==> src/common/mm_ram_config.svh <==
`ifndef MM_RAM_CONFIG_SVH
`define MM_RAM_CONFIG_SVH

// ------------------------------------------------------------
// memory geometry
// ------------------------------------------------------------

// byte address width of the RAM, 64 KiB
`define MM_RAM_ADDR_WIDTH 16
`define MM_INSTR_WIDTH 128
`define MM_DATA_WIDTH 32
// debug window is 2**14 bytes at the top of the RAM
`define MM_DBG_ADDR_WIDTH 14
`define MM_IRQ_WIDTH 32

// ------------------------------------------------------------
// pseudo peripheral map
// ------------------------------------------------------------

`define MM_ADDR_TESTSTATUS 32'h2000_0000
`define MM_ADDR_EXIT 32'h2000_0004
`define MM_ADDR_TIMERREG 32'h1500_0000
`define MM_ADDR_TIMERVAL 32'h1500_0004
`define MM_ADDR_DBG 32'h1500_0008
`define MM_ADDR_TICKS 32'h1500_1004

// values written to the test status register
`define MM_PASS_CODE 32'd123456789
`define MM_FAIL_CODE 32'd1

`endif
==> src/common/mm_ram_pkg.sv <==
`include "mm_ram_config.svh"

package mm_ram_pkg;

    // ------------------------------------------------------------
    // bus structs seen by the core
    // ------------------------------------------------------------

    typedef struct packed {
        logic        req;
        logic [31:0] addr;
        logic        we;
        logic [3:0]  be;
        logic [31:0] wdata;
    } data_req_t;

    typedef struct packed {
        logic                     gnt;
        logic                     rvalid;
        logic [`MM_DATA_WIDTH-1:0] rdata;
    } data_rsp_t;

    typedef struct packed {
        logic        req;
        logic [31:0] addr;
    } instr_req_t;

    typedef struct packed {
        logic                       gnt;
        logic                       rvalid;
        logic [`MM_INSTR_WIDTH-1:0] rdata;
    } instr_rsp_t;

    // ------------------------------------------------------------
    // internal decode results
    // ------------------------------------------------------------

    typedef struct packed {
        logic                          en;
        logic [`MM_RAM_ADDR_WIDTH-1:0] addr;
        logic                          we;
        logic [3:0]                    be;
        logic [`MM_DATA_WIDTH-1:0]     wdata;
    } ram_port_t;

    // one write strobe per pseudo peripheral register
    typedef struct packed {
        logic        status;
        logic        exit;
        logic        timer_mask;
        logic        timer_val;
        logic        dbg;
        logic        ticks_clear;
        logic [31:0] wdata;
    } periph_wr_t;

    typedef enum logic [1:0] {
        SEL_RAM,
        SEL_TICKS,
        SEL_ERR
    } rd_sel_e;

    // first RAM byte of the debug window
    localparam logic [`MM_RAM_ADDR_WIDTH-1:0] DBG_RAM_BASE =
        {`MM_RAM_ADDR_WIDTH{1'b1}} << `MM_DBG_ADDR_WIDTH;

    function automatic logic in_dbg_window(input logic [31:0] addr,
                                           input logic [31:0] halt_addr);
        logic [31:0] offset;
        offset = addr - halt_addr;
        return (addr >= halt_addr) && (offset < (32'd1 << `MM_DBG_ADDR_WIDTH));
    endfunction

    // debug window folds onto the RAM top, everything else keeps its low bits
    function automatic logic [`MM_RAM_ADDR_WIDTH-1:0] ram_addr_map(
        input logic [31:0] addr,
        input logic [31:0] halt_addr
    );
        logic [31:0] offset;
        offset = addr - halt_addr;
        if (in_dbg_window(addr, halt_addr)) begin
            return DBG_RAM_BASE + offset[`MM_RAM_ADDR_WIDTH-1:0];
        end
        return addr[`MM_RAM_ADDR_WIDTH-1:0];
    endfunction

endpackage

==> src/hdl/mm_periph_regs.sv <==
`timescale 1ns/1ps
`include "mm_ram_config.svh"

module mm_periph_regs import mm_ram_pkg::*; (
    input  logic                      clk_i,
    input  logic                      rst_ni,
    input  logic                      instr_req_i,
    input  logic                      data_req_i,
    input  periph_wr_t                periph_wr_i,
    input  rd_sel_e                   rd_sel_i,
    input  logic [`MM_DATA_WIDTH-1:0] ram_rdata_i,
    output logic                      instr_rvalid_o,
    output logic                      data_rvalid_o,
    output logic [`MM_DATA_WIDTH-1:0] data_rdata_o,
    output logic                      tests_passed_o,
    output logic                      tests_failed_o,
    output logic                      exit_valid_o,
    output logic [31:0]               exit_value_o
);

    rd_sel_e     rd_sel_q;
    logic [31:0] cycle_cnt_q;

    // ------------------------------------------------------------
    // response strobes, status flags and cycle counter
    // ------------------------------------------------------------

    always_ff @(posedge clk_i or negedge rst_ni) begin
        if (!rst_ni) begin
            instr_rvalid_o <= 1'b0;
            data_rvalid_o  <= 1'b0;
            rd_sel_q       <= SEL_RAM;
            tests_passed_o <= 1'b0;
            tests_failed_o <= 1'b0;
            exit_valid_o   <= 1'b0;
            cycle_cnt_q    <= '0;
        end else begin
            instr_rvalid_o <= instr_req_i;
            data_rvalid_o  <= data_req_i;
            rd_sel_q       <= rd_sel_i;
            exit_valid_o   <= periph_wr_i.exit;
            // pass and fail stay up until reset
            if (periph_wr_i.status && periph_wr_i.wdata == `MM_PASS_CODE) begin
                tests_passed_o <= 1'b1;
            end
            if (periph_wr_i.status && periph_wr_i.wdata == `MM_FAIL_CODE) begin
                tests_failed_o <= 1'b1;
            end
            if (periph_wr_i.ticks_clear) begin
                cycle_cnt_q <= '0;
            end else begin
                cycle_cnt_q <= cycle_cnt_q + 32'd1;
            end
        end
    end

    always_ff @(posedge clk_i) begin
        if (periph_wr_i.exit) begin
            exit_value_o <= periph_wr_i.wdata;
        end
    end

    // read data lines up with data_rvalid_o
    always_comb begin
        unique case (rd_sel_q)
            SEL_RAM:   data_rdata_o = ram_rdata_i;
            SEL_TICKS: data_rdata_o = cycle_cnt_q;
            default:   data_rdata_o = '0;
        endcase
    end

endmodule

==> config.mk <==
export PLATFORM = sky130hd
export DESIGN_NAME = mm_periph_regs
export DESIGN_NICKNAME = d
export VERILOG_FILES = /design/src/common/mm_ram_pkg.sv /design/src/hdl/mm_periph_regs.sv
export VERILOG_INCLUDE_DIRS = /design/src /design/src/common
export SDC_FILE = /design/constraint.sdc
export NUM_CORES = 1
export LEC_CHECK = 0
export ABC_AREA = 1
export BUFFER_PORTS_ARGS = -buffer_cell sky130_fd_sc_hd__buf_2
export CAP_MARGIN = 20
export CORE_MARGIN = 2
export CORE_UTILIZATION = 50
export DETAILED_ROUTE_END_ITERATION = 6
export PLACE_DENSITY_LB_ADDON = 0.25
export SLEW_MARGIN = 40
export SYNTH_ARGS = -nofsm -noshare
export SYNTH_HDL_FRONTEND = slang
export SYNTH_SLANG_ARGS = --single-unit
==> constraint.sdc <==
create_clock -name clk_i -period 4.1 [get_ports clk_i]
set_input_delay 0.615 -clock clk_i [delete_from_list [all_inputs] [get_ports clk_i]]
set_output_delay 0.615 -clock clk_i [all_outputs]
set_load 0.02 [all_outputs]
# Yosys cells after proc, flatten, opt, wreduce, memory -nomap -nowiden
# Cells that the tools add are included.
dict set report totals {
  elab_cells 17
  out_inout_bits 69
  ff_bits 71
  inputBits 76
}
dict set report op_classes {
  n_addsub 1
  n_eq_ne 3
  n_mux 2
  reduce_logical 3
}
# cell count
set ops {}
lappend ops {{32-bit case mux with 2 select lines} 1}
lappend ops {{32-bit by 1-bit adder with 32-bit output, second input constant} 1}
lappend ops {{32-bit by 1-bit == test with 1-bit output, second input constant} 1}
lappend ops {{32-bit by 27-bit == test with 1-bit output, second input constant} 1}
lappend ops {{32-bit two-way mux} 1}
lappend ops {{2-bit by 1-bit == test with 1-bit output, second input constant} 1}
lappend ops {{1-bit logical AND} 2}
lappend ops {{2-bit logical NOT} 1}

# Depth between registers and ports, before layout
# Gate-level depths: netlist (run 1).
dict set report logic_depth {
  depth_word 2
  ltp_mapped 9
  depth_no_buf 9
}

# Worst setup path before layout (run 1)
# Ideal clock, no wire load.
dict set report synth_timing {
  kind {register to output}
  start {reg rd_sel_q[0]}
  end {out data_rdata_o[15]}
  path_slack_ns 2.126
  required_time_ns 3.485
  t_arrival_ns 1.359
  n_path_buf 1
  path_stages_with_launch 4
  cell_sequence {dfrtp_1 or2_2 clkbuf_1 o21ai_0}
}
dict set report synth_via {
  elab_chain_cells 2
  elab_cells_between_ends 3
  classes_between {1 x eq/ne; 1 x mux; 1 x reduce/logical}
}
# element line
set synth_lines {}
lappend synth_lines {{start: declaration} mm_periph_regs.sv:21} ;# rd_sel_e rd_sel_q;
lappend synth_lines {{start signal: assignment} mm_periph_regs.sv:40} ;# rd_sel_q <= rd_sel_i;
lappend synth_lines {{2-bit by 1-bit == test with 1-bit output / 2-bit logical NOT (equally long branches)} mm_periph_regs.sv:65} ;# unique case (rd_sel_q)
lappend synth_lines {{32-bit case mux with 2 select lines *} mm_periph_regs.sv:65}
lappend synth_lines {{end: declaration} mm_periph_regs.sv:14} ;# output logic [`MM_DATA_WIDTH-1:0] data_rdata_o,
# Mark *: on every way between the ends. The rest lies on a longest branch, timed or not.

# Final worst setup path (run 1)
dict set report layout_timing {
  start {reg rd_sel_q[0]}
  end {out data_rdata_o[1]}
}
# Same word-level chain as after synthesis.

==> flow_summary.yaml, run 1 <==
yosys:
  seq_area_frac_synth_pct: 53.4
  dominant_combinational_cell_family_by_area_after_synthesis: "simple AND/OR/NAND/NOR gates"
  syn_area_um2: 3630
  synth.lib_cells_used.distinct: 27
  synth_largest_type_area_fraction_pct: 26.9
  asyncSetResetFlopFracSynth_pct: 54.9
  synthesized_netlist_cell_count: 440
  yosys_warnings: 0
  synth.avg_cell_area_um2: 8.24
  ff_latch_count_synth: 71
  multiplexer_area_fraction_after_synthesis_pct: 0
  ys_top_cells_by_count: "sky130_fd_sc_hd__nand2_1 (84), sky130_fd_sc_hd__nor2_1 (67), sky130_fd_sc_hd__inv_1 (63)"
  post_synth_main_area_contributors: "sky130_fd_sc_hd__dfrtp_1 (27%), sky130_fd_sc_hd__edfxtp_1 (27%), sky130_fd_sc_hd__nand2_1 (8.7%), sky130_fd_sc_hd__nor2_1 (6.9%), sky130_fd_sc_hd__inv_1 (6.5%)"
  post_synth_fa_ha_maj_area_fraction_pct: 0.345
  ys_dominant_reg_cell: "sky130_fd_sc_hd__dfrtp_1"
  post-synth-top-count-cell: "sky130_fd_sc_hd__nand2_1"
  synth.largest_area_cell: "sky130_fd_sc_hd__dfrtp_1"
  synth_compound_gate_area_share_pct: 9.21
  synth_edf_count: 32
  net_count_after_synthesis: 517
  synth-simple-area-share_pct: 29.2
  yosys.area_share.xor_xnor_pct: 0
global_routing:
  grt_remaining_overflow: 0
  pin_count_of_the_biggest_net_entering_global_routing: 40
  grt_overall_usage_pct: 23.1
  grt_first_pass_wirelength_um: 14200
  number_of_antenna_violations_at_the_first_check_in_global_routing: 0
  first_global_vias: 3214
clock_network:
  cts_hold_repair.buffers: 0
  cts_sinks: 71
  maximum_buffer_depth_of_the_clock_tree: 2
  ctsResizeCount: 0
  cts_tree: "done"
  cts_buffers: 9
  htree_num_levels: 3
  count_of_buffers_added_by_post_cts_timing_repair_for_setup: 0
  clk_transition_reported_paths_ps: 90
  insertion_delay_ps: 340
  cts_root_buffer: "sky130_fd_sc_hd__clkbuf_8"
sta:
  finalClockSkew_ps: 9.50
  final.min_clock_period_ps: 2660
  highest_clock_frequency_the_design_can_meet_mhz: 376
  final-hold-violation-count: 0
  max-slew-margin-rel_pct: 47.6
  max_slew.worst_pin.slew_ps: 781
  setup_repair_after_global_routing_missed_its_margin: "no"
  timing.final.crit_share_pct: 64.9
  setup_violations: 0
  postLayoutSetupSlackWorst_ps: 1440
  final.setup.tns_ps: 0
  final_max_slew_viol_count: 0
drt:
  drt_wl_total_um: 8810
  routed_vias_inst: 4.93
  drt_iter0_markers: 160
  detailroute.via_count: 3382
  avgRoutedWirePerCell_um: 12.8
  ant_nets: 0
  drtPass1Iterations: 4
  post-route-drc-count: 0
cells_and_area:
  instances_no_fill: 686
  finalCoreUtilization_pct: 65.0
  share_of_cells_above_drive_strength_1_pct: 30.5
  ff_latch_area_um2: 1940
  area_growth_syn_to_layout_pct: 28.0
  area_of_the_multi_input_gates_um2: 1400
  layout.filler_cells: 676
  final_net_count: 659
  antenna_cells: 0
setup_path:
  timing.critical_path.cells: "or2_2, o21ai_0, buf_2"
  worst_ep_required_time_ps: 3480
  critPathMaxStageDelay_ps: 630
  critPathSlowestCell: "sky130_fd_sc_hd__dfrtp_1"
  worstPathBufferInverterCount: 1
  worstPathMaxFanout: 32
  startpoint_type: "flip-flop"
  worst-setup-path-type: "reg -> out"
  timing.critical_path.to_type: "primary output"
  crit_arrival_ps: 2050
  timing.critical_path.max_delay_family: "flip-flops"
flow_run:
  max-cap-violations: 0
placement:
  post_placement_worst_setup_slack_ps: 1780
  gpl.final_weighted_congestion: 0.861
  hpwlAfterDp_um: 6660
  post-place-cells: 670
  port_buffer_count: 141
die:
  design.core.area_um2: 7140
  placement_rows: 31
  io_pins: 145
  chipWidth_um: 89.2
  initial_core_util_pct: 50.8
  dieArea_um2: 7950
  fp.dieH_um: 89.2
pwr:
  vdd_ir_drop_max_uv: 246
  total_power_mw: 1.61
  powerDensity_nw_per_um2: 346
  power.leakage_nw: 2.23
outcome:
  status: "finished clean"
min_path:
  worst_hold_path_type: "in -> async"
[worst reg2reg max path, delay by kind of cell, from the launching register on]
family / cells / cell delay (ps)
fa+ha+maj: 1 / 190
flops: 1 / 390
simple gates: 7 / 790
[through the flow]
stage / hold slack [ps] / instance area, um^2
after floorplan: 319 / 3630
after global placement: 445 / 4420
after detailed placement: 445 / 4420
after CTS: 253 / 4640
after global routing: 273 / 4640
final: 240 / 4640
[report_power, final]
group / internal (mW) / switching (mW) / total (mW)
Combinational: 0.0653 / 0.123 / 0.189
Sequential: 0.777 / 0.0115 / 0.789
Clock: 0.347 / 0.281 / 0.629
[metal layers]
metal | wire [um] | global-route usage, % | up-vias | share of wire [%]
li1 | - | - | 1719 | -
met2 | 4240 | 39.7 | 127 | 48
met4 | 106 | 8.28 | 0 | 1.2
met3 | 658 | 6.00 | 10 | 7.5
met1 | 3810 | 27.9 | 1526 | 43
met5 | 0 | 0 | - | 0
[state kept, by name, indices dropped and copies added (netlist names)]
register / cells
exit_value_o: 32
rd_sel_q: 2
instr_rvalid_o: 1
tests_passed_o: 1
tests_failed_o: 1
cycle_cnt_q: 32
data_rvalid_o: 1
exit_valid_o: 1
[logic make-up (layout without fill, tap and decap cells)]
family                   Yosys count  after routing
AO/OA/AOI/OAI                     64             64
adder cells (fa/ha/maj)            1              1
buffers and inverters             76            223
flip-flops                        71             71
AND/OR/NAND/NOR                  228            228
[final cells by class]
| cell class | count | area share (%) |
|---|---|---|
| inverters | 66 | 5.34 |
| repair buffers | 141 | 15.3 |
| well taps | 99 | 2.67 |
| clock inverters | 6 | 2.02 |
| flip-flops and latches | 71 | 41.7 |
| clock buffers | 10 | 2.75 |
| multi-input cells | 293 | 30.2 |
[path summary, 6_finish.rpt]
path | start | end | slack, ps | depth (start not counted)
max | rd_sel_q[0] | data_rdata_o[1] | 1440 | 3
min | rst_ni | cycle_cnt_q[2] | 240 | 1
max reg2reg | cycle_cnt_q[1] | cycle_cnt_q[22] | 2630 | 8
min reg2reg | tests_failed_o | tests_failed_o | 470 | 2
max in group asynchronous | rst_ni | cycle_cnt_q[24] | 3490 | 1
min in group clk_i | data_req_i | data_rvalid_o | 370 | 1
[layout by cell type, fill, tap and decap left out, types with 2 or more instances in the layout]
master,netlist,routed
sky130_fd_sc_hd__nor2_2,4,4
sky130_fd_sc_hd__or2_2,2,2
sky130_fd_sc_hd__bufinv_16,0,2
sky130_fd_sc_hd__o21ai_1,2,2
sky130_fd_sc_hd__nand4_1,3,3
sky130_fd_sc_hd__nand2_4,2,2
sky130_fd_sc_hd__dfrtp_1,39,39
sky130_fd_sc_hd__nand3_1,39,39
sky130_fd_sc_hd__a21oi_1,24,24
sky130_fd_sc_hd__buf_2,0,140
sky130_fd_sc_hd__nand2_2,4,4
sky130_fd_sc_hd__clkinv_4,0,2
sky130_fd_sc_hd__nand2_1,84,84
sky130_fd_sc_hd__nor2_4,7,7
sky130_fd_sc_hd__edfxtp_1,32,32
sky130_fd_sc_hd__o22ai_1,11,11
sky130_fd_sc_hd__nor2_1,67,67
sky130_fd_sc_hd__nor3_1,8,8
sky130_fd_sc_hd__inv_2,2,2
sky130_fd_sc_hd__inv_1,63,63
sky130_fd_sc_hd__nor3b_1,3,3
sky130_fd_sc_hd__clkbuf_8,0,9
sky130_fd_sc_hd__o21ai_0,27,27
Note: power is estimated with default switching activity, not from simulation.
==> run 2, diff against run 1 <==
ABC_AREA = 0   (was 1)
CORE_UTILIZATION = 47   (was 50)
clock period = 2.7 ns   (was 4.1 ns; I/O delays follow)
==> flow_summary.yaml, run 2 <==
outcome:
  status: "finished clean"
clock_network:
  insertion_delay_ps: 330
  cts_hold_repair.buffers: 0
  maximum_buffer_depth_of_the_clock_tree: 2
  cts_tree: "done"
  clk_transition_reported_paths_ps: 70
  cts_root_buffer: "sky130_fd_sc_hd__clkbuf_8"
  ctsResizeCount: 0
  count_of_buffers_added_by_post_cts_timing_repair_for_setup: 0
  cts_buffers: 9
  cts_sinks: 71
  htree_num_levels: 3
flow_run:
  max-cap-violations: 0
drt:
  drtPass1Iterations: 4
  routed_vias_inst: 5.25
  drt_iter0_markers: 71
  drt_wl_total_um: 7350
  post-route-drc-count: 0
  detailroute.via_count: 2803
  ant_nets: 0
  avgRoutedWirePerCell_um: 13.8
sta:
  max_slew.worst_pin.slew_ps: 690
  finalClockSkew_ps: 9.96
  highest_clock_frequency_the_design_can_meet_mhz: 475
  max-slew-margin-rel_pct: 54.0
  postLayoutSetupSlackWorst_ps: 596
  setup_repair_after_global_routing_missed_its_margin: "no"
  final.setup.tns_ps: 0
  timing.final.crit_share_pct: 77.9
  final_max_slew_viol_count: 0
  final.min_clock_period_ps: 2100
  final-hold-violation-count: 0
  setup_violations: 0
die:
  initial_core_util_pct: 48.8
  dieArea_um2: 7780
  design.core.area_um2: 6830
  placement_rows: 30
  fp.dieH_um: 88.2
  chipWidth_um: 88.2
  io_pins: 145
setup_path:
  rr_startpoint: "cycle_cnt_q[0]"
  worst_ep_required_time_ps: 2940
  startpoint_type: "flip-flop"
  crit_arrival_ps: 2350
  worst-setup-path-type: "reg -> reg"
  timing.critical_path.to_type: "flip-flop"
  worstPathMaxFanout: 8
  critPathLaunch: "cycle_cnt_q[0]"
placement:
  post_placement_worst_setup_slack_ps: 628
  port_buffer_count: 141
  hpwlAfterDp_um: 5350
  placed_cell_area_um2: 4120
  gpl.final_weighted_congestion: 0.760
pwr:
  vdd_ir_drop_max_uv: 336
  power.leakage_nw: 1.99
  powerDensity_nw_per_um2: 557
cells_and_area:
  final_net_count: 510
  mostFrequentLayoutCell: "sky130_fd_sc_hd__buf_2"
  share_of_cells_above_drive_strength_1_pct: 37.2
  final_area_um2: 4340
  biggest_registers_after_layout: "cycle_cnt_q (32), exit_value_o (32), rd_sel_q (2)"
  area_growth_syn_to_layout_pct: 30.4
  layout.cells.most_common_list: "sky130_fd_sc_hd__buf_2 (140), sky130_fd_sc_hd__nor2_1 (45), sky130_fd_sc_hd__dfrtp_1 (38)"
  antenna_cells: 0
global_routing:
  grt_first_pass_wirelength_um: 11300
  number_of_antenna_violations_at_the_first_check_in_global_routing: 0
  first_global_vias: 2513
  grt_overall_usage_pct: 18.7
  pin_count_of_the_biggest_net_entering_global_routing: 40
  grt_remaining_overflow: 0
yosys:
  synth.lib_cells_used.distinct: 33
  synth.largest_area_cell: "sky130_fd_sc_hd__dfrtp_1"
  ff_latch_count_synth: 71
  ys_dominant_reg_cell: "sky130_fd_sc_hd__dfrtp_1"
  synthesized_netlist_cell_count: 295
  net_count_after_synthesis: 372
  yosys_warnings: 0
  synth_edf_count: 32
  synth_largest_type_area_fraction_pct: 29.3
  synth.avg_cell_area_um2: 11.3
  ys_top_cells_by_count: "sky130_fd_sc_hd__nor2_1 (45), sky130_fd_sc_hd__dfrtp_1 (39), sky130_fd_sc_hd__edfxtp_1 (32), sky130_fd_sc_hd__mux2i_1 (32), sky130_fd_sc_hd__a21oi_1 (19)"
  post_synth_main_area_contributors: "sky130_fd_sc_hd__dfrtp_1 (29%), sky130_fd_sc_hd__edfxtp_1 (29%), sky130_fd_sc_hd__mux2i_1 (9.6%), sky130_fd_sc_hd__nor2_1 (5.1%), sky130_fd_sc_hd__or4_1 (3.6%)"
  post-synth-top-count-cell: "sky130_fd_sc_hd__nor2_1"
  seq_area_frac_synth_pct: 58.2
  syn_area_um2: 3330
  asyncSetResetFlopFracSynth_pct: 54.9
min_path:
  worst_hold_path_type: "in -> async"
## run 2: cell types whose count changed after synthesis, sizes merged, moves of 13 or more
cell | before | now
nand2 | 90 | 11
mux2i | 0 | 32
o31ai | 0 | 13
or4 | 0 | 17
inv | 65 | 3
o21ai | 29 | 6
nand3 | 39 | 13
nor2 | 79 | 45
## run 2: cell type report
type	count	area [um^2]
Fill cell	554	2490
Sequential cell	71	1940
Multi-Input combinational cell	205	1310
Timing Repair Buffer	143	736
Clock buffer	11	141
Tap cell	96	120
Clock inverter	5	81.3
Inverter	3	11.3
## run 2: per-stage QoR
step / hold slack [ps] / instances / total power [mW] / util, %
3_5_place_dp: 410 / 518 / 1.51 / 60.3
4_1_cts: 49.1 / 534 / 2.43 / 63.6
6_report: 43.8 / 534 / 2.42 / 63.6
3_3_place_gp: 454 / 518 / 1.51 / 60.3
5_1_grt: 84.2 / 534 / 2.51 / 63.6
2_1_floorplan: 109 / 295 / 1.36 / -
## run 2: final timing paths
path,endpoint,slack (ps),depth (start not counted)
setup / recovery,cycle_cnt_q[26],600,5
hold / removal,data_rvalid_o,40,1
setup reg to reg,cycle_cnt_q[26],600,5
hold reg to reg,tests_passed_o,460,1
max in group asynchronous,rd_sel_q[0],2290,1
min in group clk_i,data_rvalid_o,180,1
## run 2: where the power goes
part	internal, mW	switching, mW
sequential	1.18	0.0143
clock	0.546	0.385
combinational	0.109	0.181
## run 2: logic make-up (layout without fill, tap and decap cells)
| family | after synthesis | after routing | synth area share [%] |
|---|---|---|---|
| fa+ha+maj | 1 | 1 | 0.376 |
| buf+inv | 19 | 162 | 2.40 |
| simple gates | 121 | 121 | 19.3 |
| compound gates | 40 | 40 | 7.21 |
| flops | 71 | 71 | 58.2 |
| xor+xnor | 11 | 11 | 2.89 |
| mux | 32 | 32 | 9.62 |
## run 2: critical path, cell delays in order (launching register included)
cell and delay (ps):
sky130_fd_sc_hd__dfrtp_1 420, sky130_fd_sc_hd__ha_1 220, sky130_fd_sc_hd__and4_1 340, sky130_fd_sc_hd__nand4_1 300
sky130_fd_sc_hd__or4_1 570, sky130_fd_sc_hd__a21oi_1 160
## run 2: metal layers
layer,GRT usage [%],wire length [um],vias up
met5,0,0,-
met4,7.58,51,0
met3,3.68,532,4
met2,29.9,3380,109
met1,25.2,3380,1307
li1,-,-,1383
==> run 3, diff against run 2 <==
ABC_AREA = 1   (was 0)
CORE_UTILIZATION = 44   (was 47)
clock period = 1.7 ns   (was 2.7 ns; I/O delays follow)
==> flow_summary.yaml, run 3 (same netlist as run 1, synthesis figures left out) <==
die:
  placement_rows: 33
  fp.dieH_um: 94.8
  design.core.area_um2: 8090
  io_pins: 145
  initial_core_util_pct: 44.8
  chipWidth_um: 94.8
  dieArea_um2: 8980
setup_path:
  startpoint_type: "flip-flop"
  critPathMaxStageDelay_ps: 470
  timing.critical_path.to_type: "primary output"
  timing.critical_path.max_delay_family: "flip-flops"
  critPathLaunch: "rd_sel_q[1]"
  r2r_slack_ps: 250
  worst-setup-path-type: "reg -> out"
  timing.critical_path.cells: "or2_4, o21ai_1, buf_4"
  worstPathBufferInverterCount: 1
  crit_arrival_ps: 1510
  worstPathMaxFanout: 8
  worst_ep_required_time_ps: 1440
  rr_startpoint: "cycle_cnt_q[0]"
  critPathSlowestCell: "sky130_fd_sc_hd__dfrtp_2"
pwr:
  sequentialPowerShare_pct: 49.7
  vdd_ir_drop_max_uv: 615
  switching_share_pct: 27.0
  power_report.internal_total_mw: 2.79
  power.combinational.fraction_pct: 14.9
  power.switching_mw: 1.03
  powerDensity_nw_per_um2: 754
  power_frac_clock_pct: 35.4
  power.leakage_nw: 2.35
  total_power_mw: 3.83
sta:
  setup_repair_after_global_routing_missed_its_margin: "yes"
  postLayoutSetupSlackWorst_ps: -64.7
  max_slew.worst_pin.slew_ps: 406
  final.min_clock_period_ps: 1760
  timing.final.crit_share_pct: 104
  max-slew-margin-rel_pct: 73.0
  finalClockSkew_ps: 6.74
  setup_violations: 20
  highest_clock_frequency_the_design_can_meet_mhz: 567
  final-hold-violation-count: 0
  final_max_slew_viol_count: 0
cells_and_area:
  mostFrequentLayoutCell: "sky130_fd_sc_hd__buf_2"
  layout.cells.most_common_list: "sky130_fd_sc_hd__buf_2 (109), sky130_fd_sc_hd__nand2_1 (83), sky130_fd_sc_hd__nor2_1 (67)"
  biggest_registers_after_layout: "cycle_cnt_q (32), exit_value_o (32), rd_sel_q (2)"
  final_net_count: 674
  share_of_cells_above_drive_strength_1_pct: 35.7
  layout.filler_cells: 690
  antenna_cells: 0
  area_growth_syn_to_layout_pct: 39.9
  finalCoreUtilization_pct: 62.7
drt:
  routed_vias_inst: 4.94
  avgRoutedWirePerCell_um: 13.8
  drt_iter0_markers: 173
  ant_nets: 0
  detailroute.via_count: 3495
  drt_wl_total_um: 9730
  post-route-drc-count: 0
  drtPass1Iterations: 4
clock_network:
  insertion_delay_ps: 340
  cts_sinks: 71
  cts_tree: "done"
  clk_transition_reported_paths_ps: 80
  cts_root_buffer: "sky130_fd_sc_hd__clkbuf_8"
  cts_buffers: 9
  maximum_buffer_depth_of_the_clock_tree: 2
  htree_num_levels: 3
global_routing:
  grt_overall_usage_pct: 20.0
  number_of_antenna_violations_at_the_first_check_in_global_routing: 0
  first_global_vias: 3124
  grt_first_pass_wirelength_um: 13900
  pin_count_of_the_biggest_net_entering_global_routing: 33
  grt_remaining_overflow: 0
min_path:
  worst_hold_path_type: "in -> reg"
  hp-start: "rd_sel_i[1]"
outcome:
  violations: "negative setup slack"
  status: "finished with violations"
flow_run:
  max-cap-violations: 0
placement:
  gpl.final_weighted_congestion: 0.832
  port_buffer_count: 141
  hpwlAfterDp_um: 6680
==> run 3: worst paths after layout <==
path                                    endpoint  cells past startpoint
worst min-delay path                 rd_sel_q[1]                      1
max in group asynchronous         tests_failed_o                      3
worst max register to register   cycle_cnt_q[30]                      8
worst max-delay path            data_rdata_o[20]                      3
worst min register to register    cycle_cnt_q[0]                      1
min in group asynchronous         cycle_cnt_q[2]                      2
==> run 3: routing by layer <==
layer / vias to the layer above / track usage, % / routed length [um]
met5: - / 0 / 0
met4: 0 / 6.88 / 201
met3: 16 / 5.75 / 833
met2: 139 / 35.8 / 4860
met1: 1589 / 22.6 / 3840
li1: 1751 / - / -
==> run 3: cell type report <==
cell class                      count  area, um^2  share of cell area [%]
Timing Repair Buffer              153        1010                    19.9
Clock inverter                      6        70.1                    1.38
Tap cell                          105         131                    2.59
Inverter                           66         250                    4.93
Sequential cell                    71        1940                    38.2
Multi-Input combinational cell    296        1540                    30.4
Clock buffer                       10         128                    2.52
==> run 3: worst reg2reg max path: stages, from the launching register on <==
cell                      delay (ps)
sky130_fd_sc_hd__dfrtp_1         380
sky130_fd_sc_hd__ha_1            190
sky130_fd_sc_hd__nand2_1          90
sky130_fd_sc_hd__nor2_4          170
sky130_fd_sc_hd__nand2_2         110
sky130_fd_sc_hd__nor2_4          200
sky130_fd_sc_hd__nand3_1         100
sky130_fd_sc_hd__nand2_1          60
sky130_fd_sc_hd__nor2_1           40
==> run 3: timing repair <==
action / CTS / global route
hold endpoints to repair: 18 / 0
hold buffers: 3 / 0
setup buffers: 0 / 1
gates resized for setup: 9 / 95
pin swaps: 0 / 4
cloned: 0 / 5
setup endpoints to repair: 32 / 32
==> run 3: power groups by stage <==
stage          registers [mW]  clock network [mW]  logic (mW)
5_1_grt                  1.91                1.45       0.620
3_3_place_gp             1.93                   0       0.470
6_report                 1.90                1.35       0.572
3_5_place_dp             1.93                   0       0.477
4_1_cts                  1.90                1.38       0.489
2_1_floorplan            2.02                   0       0.141
==> run 3: through the flow <==
| stage | cells | TNS, ps | area, um^2 | hold slack, ps | worst slack [ps] |
|---|---|---|---|---|---|
| finish | 707 | -331 | 5070 | 17.2 | -64.7 |
| global route | 707 | -1550 | 5070 | 5.89 | -93.6 |
| CTS | 701 | -144 | 4730 | 7.83 | -21.8 |
| detailed placement | 682 | 0 | 4480 | 198 | 177 |
| global placement | 682 | 0 | 4480 | 205 | 214 |
| floorplan | 440 | 0 | 3630 | -40.6 | 86.2 |
